<file path="src/sram_test_pkg.sv">
// ~~~~~~~~~~~~~~~~~~~~~~~~~~~~~~~~~~~~~~~~
// packet layout, widths and sram depths for the test harness
// sram depths must be powers of two as addresses wrap modulo depth
// ~~~~~~~~~~~~~~~~~~~~~~~~~~~~~~~~~~~~~~~~
package sram_test_pkg;

   // bank geometry
   localparam int N_SRAMS = 4;
   localparam int SEL_W   = 2;
   localparam int ADDR_W  = 10;
   localparam int DATA_W  = 32;
   localparam int MASK_W  = 4;
   localparam int BYTE_W  = DATA_W / MASK_W;

   // per-sram address width, smallest first
   localparam int SRAM_ADDR_W [N_SRAMS] = '{8, 9, 10, 10};

   // scan packet, 93 bits in total
   localparam int PACKET_W = 93;

   // lsb position of each field, msb field first
   localparam int SEL_LSB    = 91;
   localparam int ADDR0_LSB  = 81;
   localparam int DIN0_LSB   = 49;
   localparam int CSB0_LSB   = 48;
   localparam int WEB0_LSB   = 47;
   localparam int WMASK0_LSB = 43;
   localparam int ADDR1_LSB  = 33;
   localparam int DIN1_LSB   = 1;
   localparam int CSB1_LSB   = 0;

   // load sample to readback update
   localparam int ISSUE_LAT = 3;

   typedef logic [ADDR_W-1:0]   addr_t;
   typedef logic [DATA_W-1:0]   data_t;
   typedef logic [MASK_W-1:0]   wmask_t;
   typedef logic [SEL_W-1:0]    sel_t;
   typedef logic [PACKET_W-1:0] packet_t;
   typedef logic [N_SRAMS-1:0]  csb_vec_t;

   // issue sequence of the controller
   typedef enum logic [1:0] {
      ST_IDLE,
      ST_ISSUE,
      ST_WAIT,
      ST_CAPTURE
   } ctrl_state_t;

endpackage

</file>
<file path="src/sram_test_ctrl.sv">
// ~~~~~~~~~~~~~~~~~~~~~~~~~~~~~~~~~~~~~~~~
// fixed latency issue sequence with no handshake
// loads while busy are dropped, not queued
// ~~~~~~~~~~~~~~~~~~~~~~~~~~~~~~~~~~~~~~~~
module sram_test_ctrl
   import sram_test_pkg::*;
(
   input  logic     clk,
   input  logic     rstn,
   input  logic     scan_i,
   input  logic     load_i,
   input  logic     global_csb_i,
   input  packet_t  packet_i,
   output logic     shift_en_o,
   output logic     upd_o,
   output logic     upd_rd0_o,
   output logic     upd_rd1_o,
   output data_t    rd0_o,
   output data_t    rd1_o,
   output addr_t    addr0_o,
   output addr_t    addr1_o,
   output data_t    din0_o,
   output logic     web0_o,
   output wmask_t   wmask0_o,
   output csb_vec_t csb0_o,
   output csb_vec_t csb1_o,
   input  data_t    dout0_i [N_SRAMS],
   input  data_t    dout1_i [N_SRAMS]
);

   ctrl_state_t state_q;
   ctrl_state_t state_d;
   logic        issue;
   sel_t        sel_q;

   // packet fields
   sel_t   pkt_sel;
   addr_t  pkt_addr0;
   data_t  pkt_din0;
   logic   pkt_csb0;
   logic   pkt_web0;
   wmask_t pkt_wmask0;
   addr_t  pkt_addr1;
   logic   pkt_csb1;

   // one low bit for the selected sram, all high when off
   function automatic csb_vec_t csb_decode(input sel_t sel, input logic off);
      csb_vec_t v;
      v = '1;
      if (!off) begin
         v[sel] = 1'b0;
      end
      return v;
   endfunction

   assign pkt_sel    = packet_i[SEL_LSB +: SEL_W];
   assign pkt_addr0  = packet_i[ADDR0_LSB +: ADDR_W];
   assign pkt_din0   = packet_i[DIN0_LSB +: DATA_W];
   assign pkt_csb0   = packet_i[CSB0_LSB];
   assign pkt_web0   = packet_i[WEB0_LSB];
   assign pkt_wmask0 = packet_i[WMASK0_LSB +: MASK_W];
   assign pkt_addr1  = packet_i[ADDR1_LSB +: ADDR_W];
   assign pkt_csb1   = packet_i[CSB1_LSB];

   // scan and load only count while idle
   assign issue      = load_i && (state_q == ST_IDLE);
   assign shift_en_o = scan_i && (state_q == ST_IDLE);

   // readback strobe for the edge that ends capture
   assign upd_o = (state_q == ST_CAPTURE);

   always_comb begin
      state_d = state_q;
      case (state_q)
         ST_IDLE: begin
            if (load_i) begin
               state_d = ST_ISSUE;
            end
         end
         // srams sample on the edge leaving issue
         ST_ISSUE:   state_d = ST_WAIT;
         // read data valid, captured on the way out
         ST_WAIT:    state_d = ST_CAPTURE;
         ST_CAPTURE: state_d = ST_IDLE;
         default:    state_d = ST_IDLE;
      endcase
   end

   always_ff @(posedge clk) begin
      if (!rstn) begin
         state_q   <= ST_IDLE;
         csb0_o    <= '1;
         csb1_o    <= '1;
         sel_q     <= '0;
         upd_rd0_o <= 1'b0;
         upd_rd1_o <= 1'b0;
      end else begin
         state_q <= state_d;
         // chip selects low for the issue cycle only
         csb0_o  <= '1;
         csb1_o  <= '1;
         if (issue) begin
            csb0_o    <= csb_decode(pkt_sel, global_csb_i | pkt_csb0);
            csb1_o    <= csb_decode(pkt_sel, global_csb_i | pkt_csb1);
            sel_q     <= pkt_sel;
            // port 0 readback only on a read
            upd_rd0_o <= !global_csb_i && !pkt_csb0 && pkt_web0;
            upd_rd1_o <= !global_csb_i && !pkt_csb1;
         end
      end
   end

   // shared port signals, meaningless while csb is high
   always_ff @(posedge clk) begin
      if (issue) begin
         addr0_o  <= pkt_addr0;
         din0_o   <= pkt_din0;
         web0_o   <= pkt_web0;
         wmask0_o <= pkt_wmask0;
         addr1_o  <= pkt_addr1;
      end
   end

   // hold the selected sram outputs
   always_ff @(posedge clk) begin
      if (state_q == ST_WAIT) begin
         rd0_o <= dout0_i[sel_q];
         rd1_o <= dout1_i[sel_q];
      end
   end

endmodule

</file>
<file path="config.mk">
export PLATFORM = sky130hd
export DESIGN_NAME = sram_test_ctrl
export DESIGN_NICKNAME = d
export VERILOG_FILES = /design/src/sram_test_pkg.sv /design/src/sram_test_ctrl.sv
export SDC_FILE = /design/constraint.sdc
export NUM_CORES = 1
export LEC_CHECK = 0
export ABC_CLOCK_PERIOD_IN_PS = 7750
export BUFFER_PORTS_ARGS = -buffer_cell sky130_fd_sc_hd__buf_2
export CAP_MARGIN = 20
export CORE_AREA = 8 8 182 184
export CTS_CLUSTER_DIAMETER = 30
export DETAILED_ROUTE_END_ITERATION = 10
export DIE_AREA = 0 0 190 192
export HOLD_SLACK_MARGIN = 0.12
export PLACE_DENSITY_LB_ADDON = 0.3
export SLEW_MARGIN = 20
export SYNTH_ARGS = -nofsm -noshare
export SYNTH_HDL_FRONTEND = slang
export SYNTH_SLANG_ARGS = --single-unit
</file>
<file path="constraint.sdc">
create_clock -name clk -period 7.75 [get_ports clk]
set_clock_uncertainty 0.15 [all_clocks]
set_input_delay 0.775 -clock clk [delete_from_list [all_inputs] [get_ports clk]]
set_output_delay 0.775 -clock clk [all_outputs]
set_load 0.05 [all_outputs]
</file>
==> summary.md <==
| Metric | Value |
|---|---|
| Hold Violations, Final | 0 |
| Overall Power | 3.09 mW |
| Residual DRC | 0 |
| Slew Limit Fails | 0 |
| Fin crit share | 32.5% |
| Max-slew headroom | 32.7% |
| Largest net degree at the start of global routing | 66 |
| Clock insertion delay at the later pin of the skew report | 0.42 ns |
| Fraction of registers with async set/reset | 0% |
| Die X-Extent | 190 um |
| Final TNS setup | 0 ns |
| Routing usage on met2 | 20.6% |
| Cts hold-fix bufs | 0 |
| Vias per std cell | 4.06 |
| Primary FF master, synth | edfxtp_1 |
| Synth Area in Adders | 0.661% |
| Met1 usage | 14.1% |
| Clock Tree Buf Depth | 2 |
| Mapped Area | 0.00568 mm^2 |
| VDD IR-drop max | 0.121 mV |
| Slowest stage delay, CP | 0.33 ns |
| Global-route wire length before repair | 33300 um |
| R2R Path Start | sel_q[0] |
| Most frequent cell after synthesis | edfxtp_1 |
| IO Pins | 487 |
| Final WS setup | 5.23 ns |
| Crit path to | shift_en_o |
| Final instance area | 0.00895 mm^2 |
| Cell count after synthesis | 249 |
| Total die area | 0.0365 mm^2 |
| Area occupied by multi-input gates | 0.00165 mm^2 |
| Area delta synth->final | 57.6% |
| Total gr overflow | 0 |
| Status | finished, final reports clean |
| Core footprint | 0.0302 mm^2 |
| Estimated wirelength of the detail-placed design | 19400 um |
| Max FO, Critical Path | 8 |
| Initial antenna violation count | 4 |
| Worst Hold Class | reg -> reg |
| Layout fillers | 3099 |
| Synthesized net count | 606 |
| H-Tree Depth | 4 |
| Met3 usage | 5.76% |
| CTS tree | yes |
| RR Endpoint | rd1_o[11] |
| Synth area leaders | edfxtp_1, mux4_2, dfxtp_1 |
| Post-synthesis sequential area ratio | 69.0% |
| Mux share of post-synthesis cell area | 25.6% |
| Die Ht | 192 um |
| Clk slew on worst S/H paths | 0.07 ns |
| Tot GR Track Use | 12.5% |
| Detailed-router iteration count before antenna repair | 4 |
| CP Launch Type | register |
| Flop-to-flop setup slack | 5.25 ns |
| Crit path DAT | 1.60 ns |
| Crit Path Category | reg -> out |
| Wire per inst | 21.2 um |
| Sequential cell area | 0.00392 mm^2 |
| Least-Margin Pin Slew | 1.01 ns |
| Max-Cap Viols | 0 |
| Vias in the first global route | 5209 |
| Layout cell share with drive strength beyond 1 | 76.5% |
| RSZ-0062 raised after global routing | false |
| Synth Area in Compound Gates | 0.772% |
| Xor-xnor portion of the synthesized cell area | 0% |
| Required @ worst endpoint | 6.82 ns |
| DRT iter0 DRCs | 132 |
| GRT busiest layer | met2 |
| Period minus WS final | 2.52 ns |
| Clock Tree Root | clkbuf_16 |
| Num CTS Buffers | 17 |
| CP max-delay cell | dfxtp_1 |
| Row cnt | 64 |
| PwrDens | 345 mW/mm^2 |
| Post-route ant nets | 0 |
| Post-cts sizing count | 0 |
| Clk sinks | 135 |
| Synth top area share | 64.0% |
| Largest family of logic cells by synthesized area | multiplexers |
| Synth cell types | 22 |
| Post-Synth Simple-Gate Area | 1.92% |
| Worst Setup End Kind | output pin |
| EDFF count, synth | 121 |
| Pre-CTS setup slack | 5.10 ns |
| Placed cell area | 0.00838 mm^2 |
| Via count | 4547 |
| Synth top cells by count | edfxtp_1, mux4_2, dfxtp_1 |
| Final #Nets | 1069 |
| Initial Util | 18.8% |
| Postcts setup bufs | 0 |
| Syn Area/Cell | 22.8 um^2 |
| GPL Wtd Cong | 0.798 |
| Count of final setup violators | 0 |
| P_leak | 3.73 nW |
| Port bufs | 454 |
| Worst-case reg-to-reg path depth | 2 |
| Leading area contributor after synthesis | edfxtp_1 |
| Fmax achieved | 0.397 GHz |
| CP startpoint | state_q[0] |
| Routed wire length | 23800 um |
| CP cell instances | inv_1, ha_1, and2_1, buf_2 |
| Synth warn | 0 |
| Yosys reg bits | 135 |
## cell families after synthesis
logic type / after synthesis
multiplexers: 65
AO/OA/AOI/OAI: 6
adder cells (fa/ha/maj): 3
AND/OR/NAND/NOR: 23
buffers and inverters: 17
flip-flops: 135
## power breakdown
part / switching, mW / internal, mW / leakage [nW]
registers: 0.0582 / 1.04 / 1.24
logic: 0.881 / 0.314 / 2.22
clock network: 0.325 / 0.470 / 0.269
total: 1.26 / 1.83 / 3.73
## flip-flops by register name, indices dropped and copies added, names as in the netlist
register	flops
addr0_o	10
addr1_o	10
csb0_o	4
csb1_o	4
din0_o	32
rd0_o	32
rd1_o	32
sel_q	2
state_q	2
upd_rd0_o	1
upd_rd1_o	1
web0_o	1
wmask0_o	4
## worst min-delay path by stage
stage,start,endpoint,slack [ns],cells past startpoint
after floorplan,state_q[0],state_q[0],0.35,2
after global placement,upd_rd1_o,upd_rd1_o,0.32,1
after detailed placement,upd_rd1_o,upd_rd1_o,0.33,1
after CTS,upd_rd1_o,upd_rd1_o,0.34,1
after global routing,packet_i[45],wmask0_o[2],0.34,1
final,upd_rd0_o,upd_rd0_o,0.34,1
## metal layers
metal,vias up,routed length (um)
met3,21,2540
met5,-,29
met1,2223,9100
met4,6,268
li1,2003,-
met2,294,11800
## layout by cell type, fill, tap and decap left out, types with 4 or more instances in the layout
| cell | count |
|---|---|
| mux4_2 | 64 |
| nand3_1 | 4 |
| nand2_1 | 9 |
| buf_4 | 4 |
| buf_2 | 454 |
| nor2_1 | 4 |
| dfxtp_1 | 12 |
| clkbuf_16 | 17 |
| edfxtp_1 | 121 |
## critical path: cells and delay by family (launching register included)
family                   cells  cell delay [ns]
buffers and inverters        2             0.37
flip-flops                   1             0.33
adder cells (fa/ha/maj)      1             0.31
AND/OR/NAND/NOR              1             0.16
## stage by stage
step,hold WS [ns],utilization (%),cells
after floorplan,0.352,-,249
after global placement,0.316,27.8,1089
after detailed placement,0.325,27.8,1089
after CTS,0.339,29.6,1120
after global routing,0.345,29.6,1121
final,0.336,29.6,1121
## area by class of cell
cell class | count | area share (%)
multi-input cells | 97 | 18.5
flip-flops and latches | 135 | 43.8
inverters | 3 | 0.126
repair buffers | 458 | 25.7
diodes | 1 | 0.0280
clock inverters | 13 | 1.47
clock buffers | 18 | 4.80
well taps | 396 | 5.54
(Power assumes the default switching activity.)
