<file path="src/sram_test_pkg.sv">
// ~~~~~~~~~~~~~~~~~~~~~~~~~~~~~~~~~~~~~~~~
// packet layout, widths and sram depths for the test harness
// sram depths must be powers of two as addresses wrap modulo depth
// ~~~~~~~~~~~~~~~~~~~~~~~~~~~~~~~~~~~~~~~~
package sram_test_pkg;

   // bank geometry
   localparam int N_SRAMS = 4;
   localparam int SEL_W   = 2;
   localparam int ADDR_W  = 10;
   localparam int DATA_W  = 32;
   localparam int MASK_W  = 4;
   localparam int BYTE_W  = DATA_W / MASK_W;

   // per-sram address width, smallest first
   localparam int SRAM_ADDR_W [N_SRAMS] = '{8, 9, 10, 10};

   // scan packet, 93 bits in total
   localparam int PACKET_W = 93;

   // lsb position of each field, msb field first
   localparam int SEL_LSB    = 91;
   localparam int ADDR0_LSB  = 81;
   localparam int DIN0_LSB   = 49;
   localparam int CSB0_LSB   = 48;
   localparam int WEB0_LSB   = 47;
   localparam int WMASK0_LSB = 43;
   localparam int ADDR1_LSB  = 33;
   localparam int DIN1_LSB   = 1;
   localparam int CSB1_LSB   = 0;

   // load sample to readback update
   localparam int ISSUE_LAT = 3;

   typedef logic [ADDR_W-1:0]   addr_t;
   typedef logic [DATA_W-1:0]   data_t;
   typedef logic [MASK_W-1:0]   wmask_t;
   typedef logic [SEL_W-1:0]    sel_t;
   typedef logic [PACKET_W-1:0] packet_t;
   typedef logic [N_SRAMS-1:0]  csb_vec_t;

   // issue sequence of the controller
   typedef enum logic [1:0] {
      ST_IDLE,
      ST_ISSUE,
      ST_WAIT,
      ST_CAPTURE
   } ctrl_state_t;

endpackage

</file>
<file path="src/scan_chain.sv">
// ~~~~~~~~~~~~~~~~~~~~~~~~~~~~~~~~~~~~~~~~
// packet shifts in msb first, serial out is the current msb
// update has priority over shift
// ~~~~~~~~~~~~~~~~~~~~~~~~~~~~~~~~~~~~~~~~
module scan_chain
   import sram_test_pkg::*;
(
   input  logic    clk,
   input  logic    rstn,
   input  logic    shift_en_i,
   input  logic    serial_i,
   input  logic    upd_i,
   input  logic    upd_rd0_i,
   input  logic    upd_rd1_i,
   input  data_t   rd0_i,
   input  data_t   rd1_i,
   output logic    serial_o,
   output packet_t packet_o
);

   packet_t packet_q;

   always_ff @(posedge clk) begin
      if (!rstn) begin
         packet_q <= '0;
      end else if (upd_i) begin
         // readback lands in the din fields
         if (upd_rd0_i) begin
            packet_q[DIN0_LSB +: DATA_W] <= rd0_i;
         end
         if (upd_rd1_i) begin
            packet_q[DIN1_LSB +: DATA_W] <= rd1_i;
         end
      end else if (shift_en_i) begin
         // new bit enters at the lsb
         packet_q <= {packet_q[PACKET_W-2:0], serial_i};
      end
   end

   // straight from the register, no extra flop
   assign serial_o = packet_q[PACKET_W-1];

   // whole packet to the controller
   assign packet_o = packet_q;

endmodule

</file>
<file path="config.mk">
export PLATFORM = sky130hd
export DESIGN_NAME = scan_chain
export DESIGN_NICKNAME = d
export VERILOG_FILES = /design/src/sram_test_pkg.sv /design/src/scan_chain.sv
export SDC_FILE = /design/constraint.sdc
export NUM_CORES = 1
export LEC_CHECK = 0
export ABC_AREA = 0
export BUFFER_PORTS_ARGS = -buffer_cell sky130_fd_sc_hd__buf_2
export CORE_ASPECT_RATIO = 1.2
export CORE_MARGIN = 2
export CORE_UTILIZATION = 40
export DETAILED_ROUTE_END_ITERATION = 8
export MAX_ROUTING_LAYER = met4
export PLACE_DENSITY_LB_ADDON = 0.3
export SYNTH_ARGS = -nofsm -noshare
export SYNTH_HDL_FRONTEND = slang
export SYNTH_SLANG_ARGS = --single-unit
</file>
<file path="constraint.sdc">
create_clock -name clk -period 0.86 [get_ports clk]
set_input_delay 0.043 -clock clk [delete_from_list [all_inputs] [get_ports clk]]
set_output_delay 0.043 -clock clk [all_outputs]
set_load 0.01 [all_outputs]
</file>
==> results of run 1 <==
==> where the power goes <==
group	internal [mW]	leakage, nW	switching (mW)
Combinational	1.06	2.04	0.834
Clock	2.54	0.145	1.69
Sequential	4.48	0.800	0.115
Total	8.08	2.99	2.64
==> metal layers <==
metal / vias up / track usage [%]
met3: 34 / 3.35
met2: 143 / 37.7
met1: 1986 / 23.3
met4: 0 / 9.50
met5: - / -
li1: 2031 / -
==> logic make-up (layout without fill, tap and decap cells) <==
group,Yosys count,count (layout),share of synthesized area (%)
buffers and inverters,38,329,7.59
AND/OR/NAND/NOR,126,126,11.6
multiplexers,2,2,0.621
AO/OA/AOI/OAI,157,157,38.2
flip-flops,93,93,42.0
==> cells in the mapped netlist, drive strengths merged <==
cell type  count  area, um^2
buf           28         299
mux2i          2        27.5
nand2        122         483
nor2b          1        13.8
dfxtp         93        1860
clkbuf        10        37.5
and2           2        12.5
a21boi        93         961
a22oi         64         731
nand2b         1        6.26
==> timing repair <==
action	CTS	global route
resized for setup	114	41
buffers inserted	54	12
hold endpoints to repair	60	0
hold buffers	60	0
cloned	0	0
setup endpoints to repair	94	52
==> layout make-up <==
cell class	instances	area share, %
Tap cell	132	2.26
Clock buffer	10	3.13
Timing Repair Buffer	313	35.5
Multi-Input combinational cell	285	30.8
Sequential cell	93	27.1
Clock inverter	6	1.20
==> worst paths after layout <==
check                from            to  cells past startpoint
max reg2reg  packet_o[18]  packet_o[19]                      3
min reg2reg  packet_o[34]  packet_o[35]                      2
min             rd1_i[31]  packet_o[32]                      3
max          packet_o[12]  packet_o[12]                      1
==> results.json, run 1 <==
{
  "hold_viol_final": 0,
  "critPathMaxFanout": 2,
  "seq_area_frac_synth_pct": 42.0,
  "rows": 42,
  "yosys_register_bits": 93,
  "rrSetupSlack_ns": 0.02,
  "layout_commonest_cell": "nand2_1",
  "crit_family": "flip-flops",
  "first_pass_iters": 5,
  "place_area_um2": 5420,
  "drcViolationCount": 0,
  "critPathKind": "reg2out",
  "crit_slowest_cell": "dfxtp_2",
  "drtAntennaViolNets": 0,
  "path_buf_inv": 1,
  "grt-ovfl-total": 0,
  "dp.cells": 697,
  "fin_ws_ns": 0.00299,
  "clk_pin_slew_ns": 0.07,
  "place.gp.congestion": 0.754,
  "netlist_instances": 416,
  "initial_core_util_pct": 40.6,
  "drive_gt1_share_pct": 70.2,
  "synth_area_per_cell_um2": 10.7,
  "tightestPinTransition_ns": 0.211,
  "powerDensity_nw_per_um2": 1470,
  "yosysUniqueCellTypes": 16,
  "clock-skew-final_ns": 0.00420,
  "via_count": 4194,
  "wirelength_mm": 12.9,
  "ys_warn_count": 0,
  "fillers": 807,
  "cp-end-kind": "output port",
  "ir_drop_mv": 1.07,
  "antenna_cells": 0,
  "fin_crit_sh_pct": 99.7,
  "crit_required_ns": 0.82,
  "dpl_worst_slack_ns": -0.230,
  "cts_tree": "built",
  "postLayoutCoreUtil_pct": 66.8,
  "cts_sinks": 93,
  "clock_latency_ns": 0.33,
  "fin_setup_tns_ns": 0,
  "design_area_um2": 7310,
  "die_y_um": 119,
  "port_buffers": 164,
  "dp_hpwl_mm": 7.37,
  "syn_nets": 487,
  "rsz0062_at_grt": "true",
  "cts.path.max_buffers": 2,
  "first_global_vias": 4274,
  "layout.cells.non_filler": 839,
  "timing.fmax_ghz": 1.17,
  "cts-root-buf": "clkbuf_16",
  "cap_violations": 0,
  "relSlewSlack_pct": 85.6,
  "fp.dieW_um": 100,
  "highest_layer": "met4",
  "grt_pass1_wl_mm": 19.9,
  "fin_crit_ns": 0.857,
  "final_max_slew_viol_count": 0,
  "core_um2": 10900,
  "htreeDepth": 3,
  "dr.first_iter.drc_count": 162,
  "arrival_ns": 0.81,
  "m1WireLength_mm": 5.04,
  "wire_per_inst_um": 15.3,
  "timing.hold.ws_ns": 0.00447,
  "io-pin-count": 165,
  "wl_met2_mm": 6.86,
  "hold_class": "in2reg",
  "power.total_mw": 10.7,
  "multi_input_area_um2": 2250,
  "status": "completed",
  "post_drt_via_cell_ratio": 5.00,
  "dieArea_um2": 11900,
  "route.met3.wl_um": 575,
  "antenna_found_initial": 0,
  "cp-start-kind": "flip-flop",
  "nets": 773,
  "largest_reg_flops": 93,
  "synth_area_um2": 4430,
  "worstPathCellList": "buf_2",
  "p_leak_nw": 2.99,
  "final_cell_mix": "nand2_1 (112), buf_2 (109), dfxtp_2 (91), buf_4 (75), a21boi_2 (70)",
  "seq_area_um2": 1980,
  "setup_violations": 0,
  "cts_made_buffers": 9,
  "grt_max_degree": 44,
  "track_usage_pct": 21.3,
  "syn2layout_area_growth_pct": 64.8,
  "cp_slowest_stage_delay_ns": 0.35
}
Power figures use the tool's default switching activity.
==> run 2, diff against run 1 <==
clock period = 0.9 ns   (was 0.86 ns; I/O delays follow)
==> results.json, run 2 (same netlist as run 1, synthesis figures left out) <==
{
  "status": "finished, violations left",
  "violations": "negative hold slack",
  "relSlewSlack_pct": 80.2,
  "cts_sinks": 93,
  "cts_made_buffers": 9,
  "dr.first_iter.drc_count": 155,
  "path_buf_inv": 1,
  "final_cell_mix": "buf_2 (159), nand2_1 (112), dfxtp_2 (87), a21boi_2 (70), dlygate4sd3_1 (62)",
  "cts-root-buf": "clkbuf_16",
  "layout_commonest_cell": "buf_2",
  "cts.path.max_buffers": 2,
  "fin_crit_ns": 0.874,
  "dp_hpwl_mm": 7.38,
  "met2_usage_pct": 32.3,
  "place.gp.congestion": 0.754,
  "final_max_slew_viol_count": 0,
  "drcViolationCount": 0,
  "timing.hold.ws_ns": -0.00420,
  "track_usage_pct": 19.2,
  "post_drt_via_cell_ratio": 4.95,
  "first_global_vias": 3815,
  "wire_per_inst_um": 14.5,
  "layout.cells.non_filler": 779,
  "fp.dieW_um": 100,
  "htreeDepth": 3,
  "setup_violations": 0,
  "core_um2": 10900,
  "antenna_cells": 0,
  "powerDensity_nw_per_um2": 1530,
  "rsz0062_at_grt": "false",
  "port_buffers": 164,
  "dp.cells": 697,
  "clock-skew-final_ns": 0.00424,
  "syn2layout_area_growth_pct": 47.1,
  "grt_pass1_wl_mm": 17.9,
  "arrival_ns": 0.83,
  "fillers": 896,
  "use_met1_pct": 22.7,
  "timing.fmax_ghz": 1.14,
  "grt_max_degree": 44,
  "critPathKind": "reg2out",
  "cp-end-kind": "output port",
  "cp_slowest_stage_delay_ns": 0.35,
  "critPathMaxFanout": 3,
  "busiest_layer": "met2",
  "largest_reg_flops": 93,
  "antenna_found_initial": 0,
  "clock_latency_ns": 0.33,
  "hold_class": "in2reg",
  "p_leak_nw": 2.62,
  "tightestPinTransition_ns": 0.297,
  "fin_setup_tns_ns": 0,
  "crit_required_ns": 0.85,
  "crit_slowest_cell": "dfxtp_2",
  "drtAntennaViolNets": 0,
  "met3_usage_pct": 3.29,
  "rows": 42,
  "drive_gt1_share_pct": 66.0,
  "crit_family": "flip-flops",
  "grt-ovfl-total": 0,
  "dieArea_um2": 11900,
  "clk_pin_slew_ns": 0.07,
  "cp-start-kind": "flip-flop",
  "fin_crit_sh_pct": 97.1,
  "initial_core_util_pct": 40.6,
  "power.total_mw": 9.96,
  "io-pin-count": 165,
  "first_pass_iters": 4,
  "cts_tree": "built",
  "ir_drop_mv": 0.799,
  "nets": 713,
  "worstPathCellList": "buf_2",
  "cap_violations": 0,
  "wirelength_mm": 11.3,
  "hold_viol_final": 1,
  "die_y_um": 119,
  "via_count": 3858
}
-- run 2: path summary, 6_finish.rpt --
path	from	slack (ns)	cells past startpoint	endpoint
max	packet_o[15]	0.03	1	packet_o[15]
min	rd1_i[3]	-0.004	3	packet_o[4]
max reg2reg	packet_o[12]	0.10	3	packet_o[13]
min reg2reg	packet_o[33]	0.46	2	packet_o[33]
-- run 2: cell type report --
type	count	area, um^2	share of cell area (%)
multi-input cells	285	2240	34.4
flip-flops and latches	93	1970	30.2
repair buffers	253	1820	27.9
clock buffers	10	229	3.51
well taps	132	165	2.53
clock inverters	6	87.6	1.34
-- run 2: through the flow --
stage               worst slack, ns  instance area (um^2)  utilization [%]
floorplan                     0.109                  4430                -
global placement             -0.132                  5420             49.5
detailed placement           -0.176                  5420             49.5
CTS                        0.000544                  6440             58.9
global route               0.000602                  6520             59.6
finish                       0.0265                  6520             59.6
-- run 2: tightest hold or removal path, delay by kind of cell --
family | cells | cell delay [ns]
buf+inv | 1 | 0.08
compound gates | 2 | 0.18
-- run 2: power breakdown --
part | switching (mW) | internal (mW)
combinational | 0.708 | 0.815
clock | 1.60 | 2.43
sequential | 0.124 | 4.29
-- run 2: routing by layer --
metal  vias up  part of all wire [%]
met3        17                   5.2
met5         -                     0
met4         0                   1.8
met1      1816                    43
li1       1902                     -
met2       123                    50
-- run 2: what timing repair did --
| action | in CTS | in global routing |
|---|---|---|
| endpoints found under the hold margin | 62 | 0 |
| endpoints found under the setup margin | 63 | 32 |
| hold buffers | 62 | 0 |
| buffers inserted | 0 | 4 |
| gates resized for setup | 64 | 28 |
| gates cloned | 0 | 0 |
==> run 3, diff against run 2 <==
CORE_ASPECT_RATIO = 0.9   (was 1.2)
==> results.json, run 3 (same netlist as run 1, synthesis figures left out) <==
{
  "nets": 722,
  "drcViolationCount": 0,
  "status": "completed",
  "p_leak_nw": 2.69,
  "rows": 36,
  "crit_required_ns": 0.85,
  "wirelength_mm": 11.9,
  "first_pass_iters": 4,
  "cts.path.max_buffers": 2,
  "fin_crit_sh_pct": 96.7,
  "drtAntennaViolNets": 0,
  "htreeDepth": 3,
  "wire_per_inst_um": 15.0,
  "port_buffers": 164,
  "internal-power_mw": 7.71,
  "fin_crit_ns": 0.871,
  "clock_latency_ns": 0.34,
  "track_usage_pct": 19.5,
  "syn2layout_area_growth_pct": 50.6,
  "cts-root-buf": "clkbuf_16",
  "antenna_cells": 0,
  "critPathKind": "reg2out",
  "powerDensity_nw_per_um2": 1510,
  "layout.cells.non_filler": 789,
  "swShare_pct": 23.6,
  "drive_gt1_share_pct": 66.9,
  "die_y_um": 104,
  "fin_ws_ns": 0.0294,
  "cts_tree": "built",
  "post_drt_via_cell_ratio": 5.00,
  "setup_violations": 0,
  "p_clk_share_pct": 40.7,
  "cts_sinks": 93,
  "grt_max_degree": 48,
  "dp_hpwl_mm": 7.18,
  "dr.first_iter.drc_count": 249,
  "p_sw_mw": 2.38,
  "cp_slowest_stage_delay_ns": 0.36,
  "grt-ovfl-total": 0,
  "core_um2": 10800,
  "fin_setup_tns_ns": 0,
  "final_cell_mix": "buf_2 (144), nand2_1 (112), dfxtp_2 (91), a21boi_2 (70), dlygate4sd3_1 (65)",
  "hold_viol_final": 0,
  "cts_made_buffers": 9,
  "final_max_slew_viol_count": 0,
  "worstPathCellList": "buf_2",
  "arrival_ns": 0.83,
  "p_seq_share_pct": 43.8,
  "tightestPinTransition_ns": 0.216,
  "ir_drop_mv": 1.33,
  "first_global_vias": 3751,
  "pwr-share-comb_pct": 15.5,
  "clock-skew-final_ns": 0.00603,
  "dieArea_um2": 11900,
  "clk_pin_slew_ns": 0.06,
  "initial_core_util_pct": 41.0,
  "dpl_worst_slack_ns": -0.153,
  "largest_reg_flops": 93,
  "path_buf_inv": 1,
  "critPathMaxFanout": 3,
  "io-pin-count": 165,
  "fillers": 886,
  "crit_family": "flip-flops",
  "via_count": 3948,
  "crit_slowest_cell": "dfxtp_2",
  "dp.cells": 688,
  "postLayoutCoreUtil_pct": 61.7,
  "cp-end-kind": "output port",
  "antenna_found_initial": 0,
  "place.gp.congestion": 0.750,
  "timing.fmax_ghz": 1.15,
  "relSlewSlack_pct": 85.3,
  "layout_commonest_cell": "buf_2",
  "grt_pass1_wl_mm": 18.2,
  "cp-start-kind": "flip-flop",
  "fp.dieW_um": 115,
  "hold_class": "in2reg",
  "cap_violations": 0
}
==> run 3: metal layers <==
metal  up-vias  wire length (um)  GRT usage (%)  part of all wire (%)
met5         -                 0              -                     0
li1       1928                 -              -                     -
met1      1876              5140           23.6                    43
met2       130              5940           30.9                    50
met3        14               635           6.12                   5.4
met4         0               140           6.45                   1.2
==> run 3: worst paths after layout <==
check / from / endpoint / slack, ns / cells after the start
min reg2reg: packet_o[90] / packet_o[91] / 0.46 / 2
min: rstn / packet_o[0] / 0.18 / 3
max reg2reg: packet_o[1] / packet_o[2] / 0.08 / 3
max: packet_o[35] / packet_o[35] / 0.03 / 1
==> run 3: per-stage QoR <==
step / hold slack (ns) / total power [mW] / area (um^2)
CTS: 0.175 / 10.1 / 6410
finish: 0.184 / 10.1 / 6670
detailed placement: 0.297 / 5.72 / 5310
global placement: 0.289 / 5.69 / 5310
floorplan: 0.180 / 5.27 / 4430
global route: 0.179 / 10.5 / 6670
==> run 3: area by class of cell <==
class | count | area, um^2 | share of cell area (%)
clock buffer | 12 | 256 | 3.84
clock inverter | 4 | 70.1 | 1.05
multi-input combinational | 285 | 2240 | 33.5
sequential | 93 | 1980 | 29.7
tap | 133 | 166 | 2.49
timing repair buffer | 262 | 1960 | 29.4
==> run 3: power by group through the flow <==
stage	combinational [mW]	sequential (mW)	clock, mW
CTS	1.46	4.42	4.23
detailed placement	1.24	4.48	0
global placement	1.21	4.47	0
finish	1.56	4.41	4.11
floorplan	0.739	4.53	0
global route	1.68	4.43	4.39
==> run 3: what timing repair did <==
item                       4_1_cts  5_1_grt
resized for setup               81       34
setup buffers                    0       20
hold buffers                    65        0
setup endpoints to repair       81       47
cloned                           0        0
hold endpoints to repair        65        0
